==> src/logic/qa7_pkg.sv <==
// qa7 board shared constants
package qa7_pkg;

   // timebase, 50 MHz system clock
   localparam logic [31:0] US_DIV = 32'd50;         // clocks per microsecond
   localparam int MS_DIV = 1000;                     // us strobes per millisecond
   localparam int US_W = $clog2(US_DIV);
   localparam int MS_W = $clog2(MS_DIV);
   localparam logic [US_W-1:0] US_LAST = US_W'(US_DIV - 32'd1);
   localparam logic [MS_W-1:0] MS_LAST = MS_W'(MS_DIV - 1);

   // serial console, 115200 baud at 50 MHz
   localparam int UART_DIV = 434;                    // clocks per bit
   localparam int UART_W = $clog2(UART_DIV);
   localparam logic [UART_W-1:0] UART_LAST = UART_W'(UART_DIV - 1);

   // debug byte buffer
   localparam int FIFO_DEPTH = 16;
   localparam int FIFO_AW = 4;                       // log2 of depth

   // button filter, in ms samples
   localparam int DEB_TICKS = 2;
   localparam int DEB_W = $clog2(DEB_TICKS + 1);
   localparam logic [DEB_W-1:0] DEB_LAST = DEB_W'(DEB_TICKS - 1);

   // display scan runs 5 down to 0
   localparam logic [2:0] SCAN_LAST = 3'd5;

   // hex font, bit 0 is segment a, bit 7 the dot
   localparam logic [7:0] seg_font [16] = '{
      8'h3f, 8'h06, 8'h5b, 8'h4f,                    // 0 1 2 3
      8'h66, 8'h6d, 8'h7d, 8'h07,                    // 4 5 6 7
      8'h7f, 8'h6f, 8'h77, 8'h7c,                    // 8 9 A b
      8'h39, 8'h5e, 8'h79, 8'h71                     // C d E F
   };
   localparam logic [7:0] SEG_BLANK = 8'h00;         // all segments dark

endpackage
==> src/logic/qa7_top.sv <==
// qa7 front panel and debug console
`timescale 1ns/1ns

module qa7_top
(
   input  logic       sys_clk_p,     // 50 MHz system clock
   input  logic       rst,           // sync reset, active high
                                     //
   input  logic [2:1] button,        // push buttons, low when pressed
                                     //
   input  logic       tty_stb,       // debug byte strobe from core
   input  logic [7:0] tty_dat,       // debug byte value
   output logic       tty_busy,      // core must hold off strobes
                                     //
   output logic       uart_txd,      // console serial out
   output logic [5:0] led,           // status leds
   output logic [7:0] hex,           // segment drive, active low
   output logic [2:0] hsel,          // digit select, active low
   output logic [1:0] gpio           // us and ms strobes for the scope
);

logic ena_us;                        // microsecond strobe
logic ena_ms;                        // millisecond strobe
logic ena_timer;                     // button 1 flag
logic ena_slow;                      // button 2 flag
                                     //
logic fifo_pop;                      // uart takes a byte
logic fifo_empty;
logic [7:0] fifo_dat;                // head of buffer
                                     //
logic [7:0] last_byte;               // last byte fully sent
logic [3:0] sent_cnt;                // bytes sent mod 16

qa7_timebase u_timebase
(
   .sys_clk_p(sys_clk_p),
   .rst(rst),
   .ena_us(ena_us),
   .ena_ms(ena_ms)
);

qa7_toggle u_tog_timer
(
   .sys_clk_p(sys_clk_p),
   .rst(rst),
   .but_n(button[1]),
   .ena_ms(ena_ms),
   .flag(ena_timer)
);

qa7_toggle u_tog_slow
(
   .sys_clk_p(sys_clk_p),
   .rst(rst),
   .but_n(button[2]),
   .ena_ms(ena_ms),
   .flag(ena_slow)
);

qa7_tty_fifo u_tty_fifo
(
   .sys_clk_p(sys_clk_p),
   .rst(rst),
   .wr_en(tty_stb),
   .wr_dat(tty_dat),
   .full(tty_busy),                  // full stalls the core
   .rd_en(fifo_pop),
   .rd_dat(fifo_dat),
   .empty(fifo_empty)
);

qa7_uart_tx u_uart_tx
(
   .sys_clk_p(sys_clk_p),
   .rst(rst),
   .fifo_empty(fifo_empty),
   .fifo_dat(fifo_dat),
   .fifo_pop(fifo_pop),
   .txd(uart_txd),
   .last_byte(last_byte),
   .sent_cnt(sent_cnt)
);

qa7_seg_scan u_seg_scan
(
   .sys_clk_p(sys_clk_p),
   .rst(rst),
   .ena_ms(ena_ms),
   .last_byte(last_byte),
   .sent_cnt(sent_cnt),
   .hex(hex),
   .hsel(hsel)
);

// status leds
assign led[0] = ena_timer;
assign led[1] = ena_slow;
assign led[2] = ~fifo_empty;         // bytes waiting
assign led[3] = tty_busy;
assign led[5:4] = sent_cnt[1:0];

assign gpio[0] = ena_us;
assign gpio[1] = ena_ms;

endmodule

==> src/logic/qa7_seg_scan.sv <==
// seven-segment display scanner
`timescale 1ns/1ns

module qa7_seg_scan
(
   input  logic       sys_clk_p,     // system clock
   input  logic       rst,           // sync reset
   input  logic       ena_ms,        // scan step strobe
   input  logic [7:0] last_byte,     // shown on positions 0 and 1
   input  logic [3:0] sent_cnt,      // shown on position 2
   output logic [7:0] hex,           // segment drive, active low
   output logic [2:0] hsel           // digit select, active low
);

logic [2:0] sel;                     // current position 0..5
logic [7:0] seg_pat;                 // active-high pattern

// position counter, counts down and wraps
always_ff @(posedge sys_clk_p)
begin
   if (rst)
      sel <= 3'd0;
   else if (ena_ms)
   begin
      if (sel == 3'd0)
         sel <= qa7_pkg::SCAN_LAST;
      else
         sel <= sel - 1'b1;
   end
end

// digit contents
always_comb
begin
   case (sel)
      3'd0:
         seg_pat = qa7_pkg::seg_font[last_byte[3:0]];    // low nibble
      3'd1:
         seg_pat = qa7_pkg::seg_font[last_byte[7:4]];    // high nibble
      3'd2:
         seg_pat = qa7_pkg::seg_font[sent_cnt];
      default:
         seg_pat = qa7_pkg::SEG_BLANK;                   // unused positions
   endcase
end

// board drives segments and digits low
assign hex = ~seg_pat;

assign hsel[0] = (sel != 3'd0);
assign hsel[1] = (sel != 3'd1);
assign hsel[2] = (sel != 3'd2);     // positions 3..5 have no digit

endmodule

==> src/logic/qa7_uart_tx.sv <==
// 8N1 serial transmitter
`timescale 1ns/1ns

module qa7_uart_tx
(
   input  logic       sys_clk_p,     // system clock
   input  logic       rst,           // sync reset
   input  logic       fifo_empty,    // nothing to send
   input  logic [7:0] fifo_dat,      // head byte of the FIFO
   output logic       fifo_pop,      // take head byte
   output logic       txd,           // serial line, idles high
   output logic [7:0] last_byte,     // most recent byte fully sent
   output logic [3:0] sent_cnt       // bytes sent, wraps at 16
);

logic busy;                                  // frame in progress
logic [3:0] bit_cnt;                         // 0 start, 1..8 data, 9 stop
logic [qa7_pkg::UART_W-1:0] div_cnt;         // clocks within bit
logic [8:0] shreg;                           // data bits then stop bit
logic [7:0] cur_byte;                        // byte on the line
logic bit_end;

assign fifo_pop = ~busy & ~fifo_empty;       // idle and work waiting
assign bit_end = (div_cnt == qa7_pkg::UART_LAST);

// frame payload
always_ff @(posedge sys_clk_p)
begin
   if (fifo_pop)
   begin
      cur_byte <= fifo_dat;
      shreg <= {1'b1, fifo_dat};             // lsb first, stop on top
   end
   else if (busy & bit_end)
      shreg <= {1'b1, shreg[8:1]};
end

// bit timing and line control
always_ff @(posedge sys_clk_p)
begin
   if (rst)
   begin
      busy <= 1'b0;
      bit_cnt <= '0;
      div_cnt <= '0;
      txd <= 1'b1;
      last_byte <= 8'h00;
      sent_cnt <= 4'h0;
   end
   else if (fifo_pop)
   begin
      busy <= 1'b1;
      bit_cnt <= '0;
      div_cnt <= '0;
      txd <= 1'b0;                           // start bit next cycle
   end
   else if (busy)
   begin
      if (bit_end)
      begin
         div_cnt <= '0;
         if (bit_cnt == 4'd9)
         begin
            busy <= 1'b0;                    // stop bit done
            last_byte <= cur_byte;
            sent_cnt <= sent_cnt + 1'b1;
         end
         else
         begin
            txd <= shreg[0];
            bit_cnt <= bit_cnt + 1'b1;
         end
      end
      else
         div_cnt <= div_cnt + 1'b1;
   end
end

endmodule

==> src/logic/qa7_tty_fifo.sv <==
// debug byte FIFO
`timescale 1ns/1ns

module qa7_tty_fifo
(
   input  logic       sys_clk_p,     // system clock
   input  logic       rst,           // sync reset
   input  logic       wr_en,         // write strobe from core
   input  logic [7:0] wr_dat,        // byte to store
   output logic       full,          // no room left
   input  logic       rd_en,         // pop head entry
   output logic [7:0] rd_dat,        // head entry, valid while not empty
   output logic       empty          // nothing stored
);

logic [7:0] mem [qa7_pkg::FIFO_DEPTH];     // byte storage
logic [qa7_pkg::FIFO_AW-1:0] wr_ptr;       // next free slot
logic [qa7_pkg::FIFO_AW-1:0] rd_ptr;       // head slot
logic [qa7_pkg::FIFO_AW:0] count;          // occupancy, 0..depth
logic do_wr;
logic do_rd;

assign do_wr = wr_en & ~full;      // writes into a full buffer are dropped
assign do_rd = rd_en & ~empty;

assign full = count[qa7_pkg::FIFO_AW];     // msb set only at depth
assign empty = (count == '0);
assign rd_dat = mem[rd_ptr];               // show-ahead read

// storage
always_ff @(posedge sys_clk_p)
begin
   if (do_wr)
      mem[wr_ptr] <= wr_dat;
end

// pointers and fill level
always_ff @(posedge sys_clk_p)
begin
   if (rst)
   begin
      wr_ptr <= '0;
      rd_ptr <= '0;
      count <= '0;
   end
   else
   begin
      if (do_wr)
         wr_ptr <= wr_ptr + 1'b1;    // wraps at depth
      if (do_rd)
         rd_ptr <= rd_ptr + 1'b1;
      case ({do_wr, do_rd})
         2'b10:
            count <= count + 1'b1;
         2'b01:
            count <= count - 1'b1;
         default:
            count <= count;          // idle or simultaneous push and pop
      endcase
   end
end

endmodule

==> src/logic/qa7_toggle.sv <==
// debounced push-button toggle
`timescale 1ns/1ns

module qa7_toggle
(
   input  logic sys_clk_p,     // system clock
   input  logic rst,           // sync reset
   input  logic but_n,         // raw button, low when pressed
   input  logic ena_ms,        // sample strobe
   output logic flag           // flips once per press
);

logic [1:0] but_sync;                        // metastability stages
logic [qa7_pkg::DEB_W-1:0] deb_cnt;          // consecutive low samples
logic armed;                                 // cleared until release

always_ff @(posedge sys_clk_p)
begin
   if (rst)
   begin
      but_sync <= 2'b11;                     // released
      deb_cnt <= '0;
      armed <= 1'b1;
      flag <= 1'b0;
   end
   else
   begin
      but_sync <= {but_sync[0], but_n};
      if (ena_ms)
      begin
         if (but_sync[1])
         begin
            deb_cnt <= '0;                   // release re-arms
            armed <= 1'b1;
         end
         else if (deb_cnt == qa7_pkg::DEB_LAST)
         begin
            if (armed)
               flag <= ~flag;                // qualified press
            armed <= 1'b0;
         end
         else
            deb_cnt <= deb_cnt + 1'b1;
      end
   end
end

endmodule

==> src/logic/qa7_timebase.sv <==
// microsecond and millisecond strobes
`timescale 1ns/1ns

module qa7_timebase
(
   input  logic sys_clk_p,     // system clock
   input  logic rst,           // sync reset
   output logic ena_us,        // one clock every microsecond
   output logic ena_ms         // one clock every millisecond
);

logic [qa7_pkg::US_W-1:0] us_cnt;   // clocks within current us
logic [qa7_pkg::MS_W-1:0] ms_cnt;   // us strobes within current ms
logic us_wrap;
logic ms_wrap;

assign us_wrap = (us_cnt == qa7_pkg::US_LAST);
assign ms_wrap = (ms_cnt == qa7_pkg::MS_LAST);

always_ff @(posedge sys_clk_p)
begin
   if (rst)
   begin
      us_cnt <= '0;
      ms_cnt <= '0;
      ena_us <= 1'b0;
      ena_ms <= 1'b0;
   end
   else
   begin
      ena_us <= us_wrap;               // first one 50 clocks out of reset
      ena_ms <= us_wrap & ms_wrap;     // lines up with every 1000th us
      if (us_wrap)
      begin
         us_cnt <= '0;
         if (ms_wrap)
            ms_cnt <= '0;
         else
            ms_cnt <= ms_cnt + 1'b1;   // ms counter only moves on us
      end
      else
         us_cnt <= us_cnt + 1'b1;
   end
end

endmodule

==> config.mk <==
export PLATFORM = sky130hd
export DESIGN_NAME = qa7_top
export DESIGN_NICKNAME = d
export VERILOG_FILES = /design/src/logic/qa7_pkg.sv /design/src/logic/qa7_top.sv /design/src/logic/qa7_seg_scan.sv /design/src/logic/qa7_uart_tx.sv /design/src/logic/qa7_tty_fifo.sv /design/src/logic/qa7_toggle.sv /design/src/logic/qa7_timebase.sv
export SDC_FILE = /design/constraint.sdc
export NUM_CORES = 1
export LEC_CHECK = 0
export BUFFER_PORTS_ARGS = -buffer_cell sky130_fd_sc_hd__buf_2
export CORE_ASPECT_RATIO = 0.5
export CORE_UTILIZATION = 35
export CTS_CLUSTER_DIAMETER = 120
export DETAILED_ROUTE_END_ITERATION = 8
export PLACE_DENSITY = 0.6
export SETUP_SLACK_MARGIN = 0.02
export SYNTH_ARGS = -nofsm -noshare
export SYNTH_HDL_FRONTEND = slang
export SYNTH_HIERARCHICAL = 1
export SYNTH_SLANG_ARGS = --single-unit
==> constraint.sdc <==
create_clock -name sys_clk_p -period 3.3 [get_ports sys_clk_p]
set_input_delay 0.33 -clock sys_clk_p [delete_from_list [all_inputs] [get_ports sys_clk_p]]
set_output_delay 0.33 -clock sys_clk_p [all_outputs]
set_load 0.03 [all_outputs]
# Word level (Yosys, flattened, before mapping)
# Memories as Yosys holds them, arrays and structs flattened. A register that Yosys moved wholly into a read port is not among the register bits.
# Index checks and enable logic that the tools add are counted.
[op_classes]
shift = 0
div = 0
mux = 33
n_reduce_logical = 20
bitwise_logic = 18
multipliers = 0
order_cmp = 3
n_eq_ne = 15
add_sub_neg = 12
[op_table]
columns = ["cell", "count"]
rows = [
  ["8-bit 2-to-1 mux", 8],
  ["8-bit case mux with 3 select lines", 1],
  ["4-bit by 1-bit adder with 4-bit output (second input constant)", 4],
  ["5-bit greater-or-equal comparator (second input constant)", 3],
  ["4-bit inverter with 5-bit output", 3],
  ["1-bit 2-to-1 mux", 14],
  ["4-bit AND reduction", 3],
  ["2-bit nonzero test", 6],
  ["10-bit by 1-bit adder with 10-bit output (second input constant)", 1],
  ["10-bit equality test (second input constant)", 1],
  ["10-bit 2-to-1 mux", 1],
  ["5-bit case mux with 2 select lines", 1],
  ["9-bit by 1-bit adder with 9-bit output (second input constant)", 1],
  ["9-bit equality test (second input constant)", 1],
  ["9-bit 2-to-1 mux", 1],
  ["1-bit inverter", 9],
  ["2-bit 2-to-1 mux", 4],
  ["4-bit 2-to-1 mux", 2],
  ["8-bit inverter", 1],
  ["2-bit AND reduction", 4],
  ["6-bit by 1-bit adder with 6-bit output (second input constant)", 1],
  ["2-bit by 1-bit equality test with 1-bit output (second input constant)", 3],
  ["6-bit equality test (second input constant)", 1],
  ["3-bit AND reduction", 2],
  ["other kinds (18)", 25],
]
[totals]
in_bits = 13
ram_bits = 128
n_memories = 4
wordCells = 129
ff_bits = 89
latch_bits = 0
output_inout_bits = 21
mem_bits_ro = 384
[mem_list]
columns = ["name", "words", "width", "read_ports", "rd_clocked_by_memory_dff", "write_ports", "line_no", "text"]
rows = [
  ["(name not given)", 16, 8, 1, 0, 0, "qa7_seg_scan.sv:41", "seg_pat = qa7_pkg::seg_font[sent_cnt];"],
  ["(name not given)", 16, 8, 1, 0, 0, "qa7_seg_scan.sv:39", "seg_pat = qa7_pkg::seg_font[last_byte[7:4]];"],
  ["(name not given)", 16, 8, 1, 0, 0, "qa7_seg_scan.sv:37", "seg_pat = qa7_pkg::seg_font[last_byte[3:0]];"],
  ["u_tty_fifo.mem", 16, 8, 1, 1, 1, "qa7_tty_fifo.sv:16", "logic [7:0] mem [qa7_pkg::FIFO_DEPTH];"],
]

# Longest topological paths before layout
[depth]
depth_word = 6
mapped_depth = 14
ltp_nobuf = 12

# Cells and area by module
# Netlist, hierarchy kept.
[by_module_without_submodules]
columns = ["module", "area_per_inst_um2", "n_inst", "seq_area_each_um2", "cells_each"]
rows = [
  ["qa7_tty_fifo", 5730.5, 1, 4184.0, 293],
  ["qa7_uart_tx", 1793.0, 1, 1021.0, 160],
  ["qa7_seg_scan", 959.7, 1, 60.1, 133],
  ["qa7_timebase", 769.5, 1, 360.3, 85],
  ["qa7_toggle", 235.2, 2, 120.1, 24],
  ["qa7_top", 41.3, 1, 0.0, 6],
]

# Worst setup path before layout
# No wires, ideal clock.
[synth_timing]
path_kind = "reg2reg"
start = "register u_tty_fifo/count[1] (netlist name)"
end = "register u_tty_fifo/count[4] (netlist name)"
t_arrival_ns = 3.216
slack_ns = 0.014
stages_incl_launch_ff = 15
setup_time_ns = 0.071
path_buffers = 2
path_cell_list = "dfxtp_1 -> buf_2 -> or4_1 -> nor2_1 -> nor2_2 -> o21a_1 -> ha_1 -> buf_2 -> xor2_1 -> ha_1 -> a21bo_2 -> a41oi_1 -> a311oi_1 -> or4_1 -> a21oi_1"
[synth_between]
elab_chain_len = 6
elab_cells_between_ends = 10
[synth_rtl]
columns = ["item", "line_no", "text"]
rows = [
  ["start: declaration", "qa7_tty_fifo.sv:19", "logic [qa7_pkg::FIFO_AW:0] count;"],
  ["start signal: assignment", "qa7_tty_fifo.sv:54", "count <= count + 1'b1;"],
  ["start signal: assignment", "qa7_tty_fifo.sv:56", "count <= count - 1'b1;"],
  ["start signal: assignment", "qa7_tty_fifo.sv:58", "count <= count;"],
  ["5-bit logical NOT *", "qa7_tty_fifo.sv:27", "assign empty = (count == '0);"],
  ["via fifo_empty", "qa7_top.sv:28", "logic fifo_empty;"],
  ["1-bit inverter *", "qa7_uart_tx.sv:23", "assign fifo_pop = ~busy & ~fifo_empty;"],
  ["1-bit AND *", "qa7_uart_tx.sv:23", ""],
  ["via fifo_pop", "qa7_top.sv:27", "logic fifo_pop;"],
  ["1-bit AND *", "qa7_tty_fifo.sv:24", "assign do_rd = rd_en & ~empty;"],
  ["via u_tty_fifo.do_rd", "qa7_tty_fifo.sv:21", "logic do_rd;"],
  ["2-bit by 1-bit equality test with 1-bit output / 2-bit equality test (equally long branches)", "qa7_tty_fifo.sv:52", "case ({do_wr, do_rd})"],
  ["5-bit case mux with 2 select lines / 2-bit nonzero test (equally long branches)", "--", ""],
]
# The timed path passes the listed nets; every way through them passes the cells marked *.
# A chain may end at the register's enable or synchronous reset.

# Worst setup path after layout
[layout_timing]
start = "register u_tty_fifo/count[0] (netlist name)"
end = "register u_tty_fifo/count[4] (netlist name)"
# The elaborated chain is that of the path after synthesis.

==> impl_metrics.tcl <==
set metrics [dict create \
    status "completed" \
    min_period_ns 3.066 \
    cp_slowest_cell "or4_4" \
    path_cells "or4_4 > nor2_4 > nor2_4 > o21a_1 > ha_2 > xor2_1 > ha_1 > a21bo_2 > a41oi_1 > a311oi_1 > or4_1 > a21oi_1" \
    power.density_nw_per_um2 685.8 \
    cts_root_buf "clkbuf_16" \
    yosysWarnings 6 \
    gp_congestion 0.7702 \
    drive_gt1_frac 0.2016 \
    multi_input_area_um2 3611 \
    yosysSeqAreaShare 0.6007 \
    fin_setup_tns_ns 0 \
    diodes 0 \
    synth-seq-cells 221 \
    dieArea_um2 28610 \
    clock.fmax_mhz 326.1 \
    cts_sinks 221 \
    fill_cells 2522 \
    wl_per_cell_um 15.78 \
    synth_fp_nets 774 \
    synth_commonest_cells "edfxtp_1 (144), dfxtp_1 (77), nor2_1 (65)" \
    drt_iter0_drc 409 \
    rsz0062_at_grt "no" \
    synth_enable_flop_cells 144 \
    cp.arrival_ns 3.50 \
    worst_slew_pin_slew_ns 0.8046 \
    yosysTopAreaCellShare 0.4428 \
    yosysMostFrequentCell "edfxtp_1" \
    worst_ep_required_time_ns 3.74 \
    first_pass_iters 5 \
    fp.coreArea_um2 26910 \
    vias_per_cell 4.994 \
    grt_max_degree 33 \
    nNetsFinal 806 \
    htree_levels 1 \
    seq_area_um2 5868 \
    grt_pass1_wl_um 29530 \
    first_global_vias 5598 \
    end_kind "flip-flop" \
    hold_violations 0 \
    start_util 0.3629 \
    antenna_left 0 \
    cts_tree "done" \
    placed_area_um2 10290 \
    slew_headroom 0.4616 \
    numCtsBuffers 23 \
    yosys.area.top_type "edfxtp_1" \
    antenna_found_initial 0 \
    synth_area_um2 9764 \
    dp_hpwl_um 12440 \
    cap_violations 0 \
    fin_area_um2 11080 \
    rows 42 \
    cts_max_path_buffers 3 \
    die-height_um 120.1 \
    path_class "reg2reg" \
    synthArstFlopShare 0 \
    clk_pin_slew_ns 0.06 \
    hold_path_class "in2reg" \
    ys.flop_type "edfxtp_1" \
    max-vdd-ir-drop_v 0.0002999 \
    synth.area.top_cells "edfxtp_1 (44%), dfxtp_1 (16%), mux4_2 (9.7%)" \
    crit_top_cell "nor2_4" \
    die_width_um 238.2 \
    cpPeakStageDelay_ns 0.58 \
    io_pins 34 \
    setup_viol 0 \
    grt_util_all_layers 0.1286 \
    drc 0 \
    crit_path_max_fanout 8 \
    grt_overflow_total 0 \
    synthToLayoutAreaGrowth_pct 13.52 \
    postCtsSetupBuffers 0 \
    port_buffers 32 \
    clock_latency_ns 0.50 \
    p_leak_nw 3.674 \
    synth.distinct_cells 68 \
    skew_ns 0.008785 \
    vias 5733 \
    syn_inst 725 \
    critPathLaunchType "flip-flop" \
    min_period_over_period 0.9292 \
    drv_slew 0 \
    routed_wl_um 18120 \
    avgSynthCellArea_um2 13.47 \
]
==> metrics by stage <==
step	instances	hold WS (ns)	utilization	power (mW)	setup slack, ns
2_1_floorplan	725	0.3895	-	4.634	0.09186
3_3_place_gp	1104	0.4028	0.3825	4.997	0.1840
3_5_place_dp	1104	0.4041	0.3825	5.057	0.1098
4_1_cts	1148	0.1424	0.4114	7.647	0.08425
5_1_grt	1148	0.1407	0.4120	7.958	0.01467
6_report	1148	0.1390	0.4120	7.602	0.2337
==> layout by cell type, fill, tap and decap left out, drive strengths merged, types with 3 or more instances in the layout <==
cell type  count
mux2           8
bufinv         3
mux4          42
dfxtp         77
buf           44
nor3          22
and3           3
clkbuf        27
nand4         10
ha            36
nor3b          3
xor2          18
nand3          9
nand4b         3
nor2          66
a21oi         36
a221oi         4
or2            6
o22ai          3
a211oi        12
or3           12
mux2i          7
inv           26
clkinvlp       4
a31o           3
edfxtp       144
and2           3
nand2b         6
o21ai         17
clkinv         7
nor4           3
xnor2         10
or4            4
nor2b          9
nor4b          3
nand2         52
==> layout make-up <==
class / instances / share of cell area
flip-flops and latches: 221 / 0.5294
multi-input cells: 440 / 0.3258
clock buffers: 27 / 0.05328
well taps: 374 / 0.04222
repair buffers: 46 / 0.02551
clock inverters: 15 / 0.01513
inverters: 25 / 0.008692
==> cell families (layout without fill, tap and decap cells) <==
logic type,count (synthesis),count (layout),share of synthesized area
buffers and inverters,64,113,0.03165
adders and majority gates,36,36,0.04613
other,1,1,0.0003840
muxes,57,57,0.1133
and+or+nand+nor,224,224,0.1201
xor gates and xnor gates,28,28,0.02511
AOI/OAI and AO/OA,94,94,0.06266
DFF,221,221,0.6007
==> power by group <==
part           switching (mW)  internal (mW)
combinational           0.847          0.757
clock                    1.05           1.53
sequential              0.156           3.27
total                    2.05           5.55
==> timing repair <==
action	CTS	global route
resized for setup	0	5
setup endpoints to repair	0	1
hold endpoints to repair	2	0
hold buffers	2	0
==> worst max-delay path: cells and delay by family (launching register included) <==
kind	cells	cell delay (ns)
adders and majority gates	2	0.47
and+or+nand+nor	4	1.23
xor gates and xnor gates	1	0.16
DFF	1	0.35
AOI/OAI and AO/OA	5	0.78
==> routing by layer <==
layer  share of wire  wire [µm]  GRT usage
met2            0.47       8435     0.2083
met3           0.038        687    0.02530
met1            0.48       8662     0.1760
met5               0          0          0
met4           0.018        334    0.03526
==> state kept, by name, summed over array words and instances (netlist names), 3 cells and up, named ones only <==
signal	cells
u_timebase/us_cnt	6
u_tty_fifo/count	5
u_seg_scan/sel	3
u_tty_fifo/rd_ptr	4
u_uart_tx/cur_byte	8
u_uart_tx/sent_cnt	4
u_uart_tx/shreg	8
u_tty_fifo/wr_ptr	4
u_uart_tx/div_cnt	9
u_tty_fifo/mem	128
u_uart_tx/bit_cnt	4
u_uart_tx/last_byte	8
u_timebase/ms_cnt	10
==> final timing paths <==
check | depth (start not counted) | to | startpoint | slack, ns
setup reg to reg | 12 | u_tty_fifo/count[4] | u_tty_fifo/count[0] | 0.23
hold / removal | 2 | u_uart_tx/sent_cnt[1] | rst | 0.14
hold reg to reg | 1 | u_tog_slow/but_sync[1] | u_tog_slow/but_sync[0] | 0.41
setup / recovery | 12 | u_tty_fifo/count[4] | u_tty_fifo/count[0] | 0.23
No activity file was read; power rests on OpenSTA's default activity.
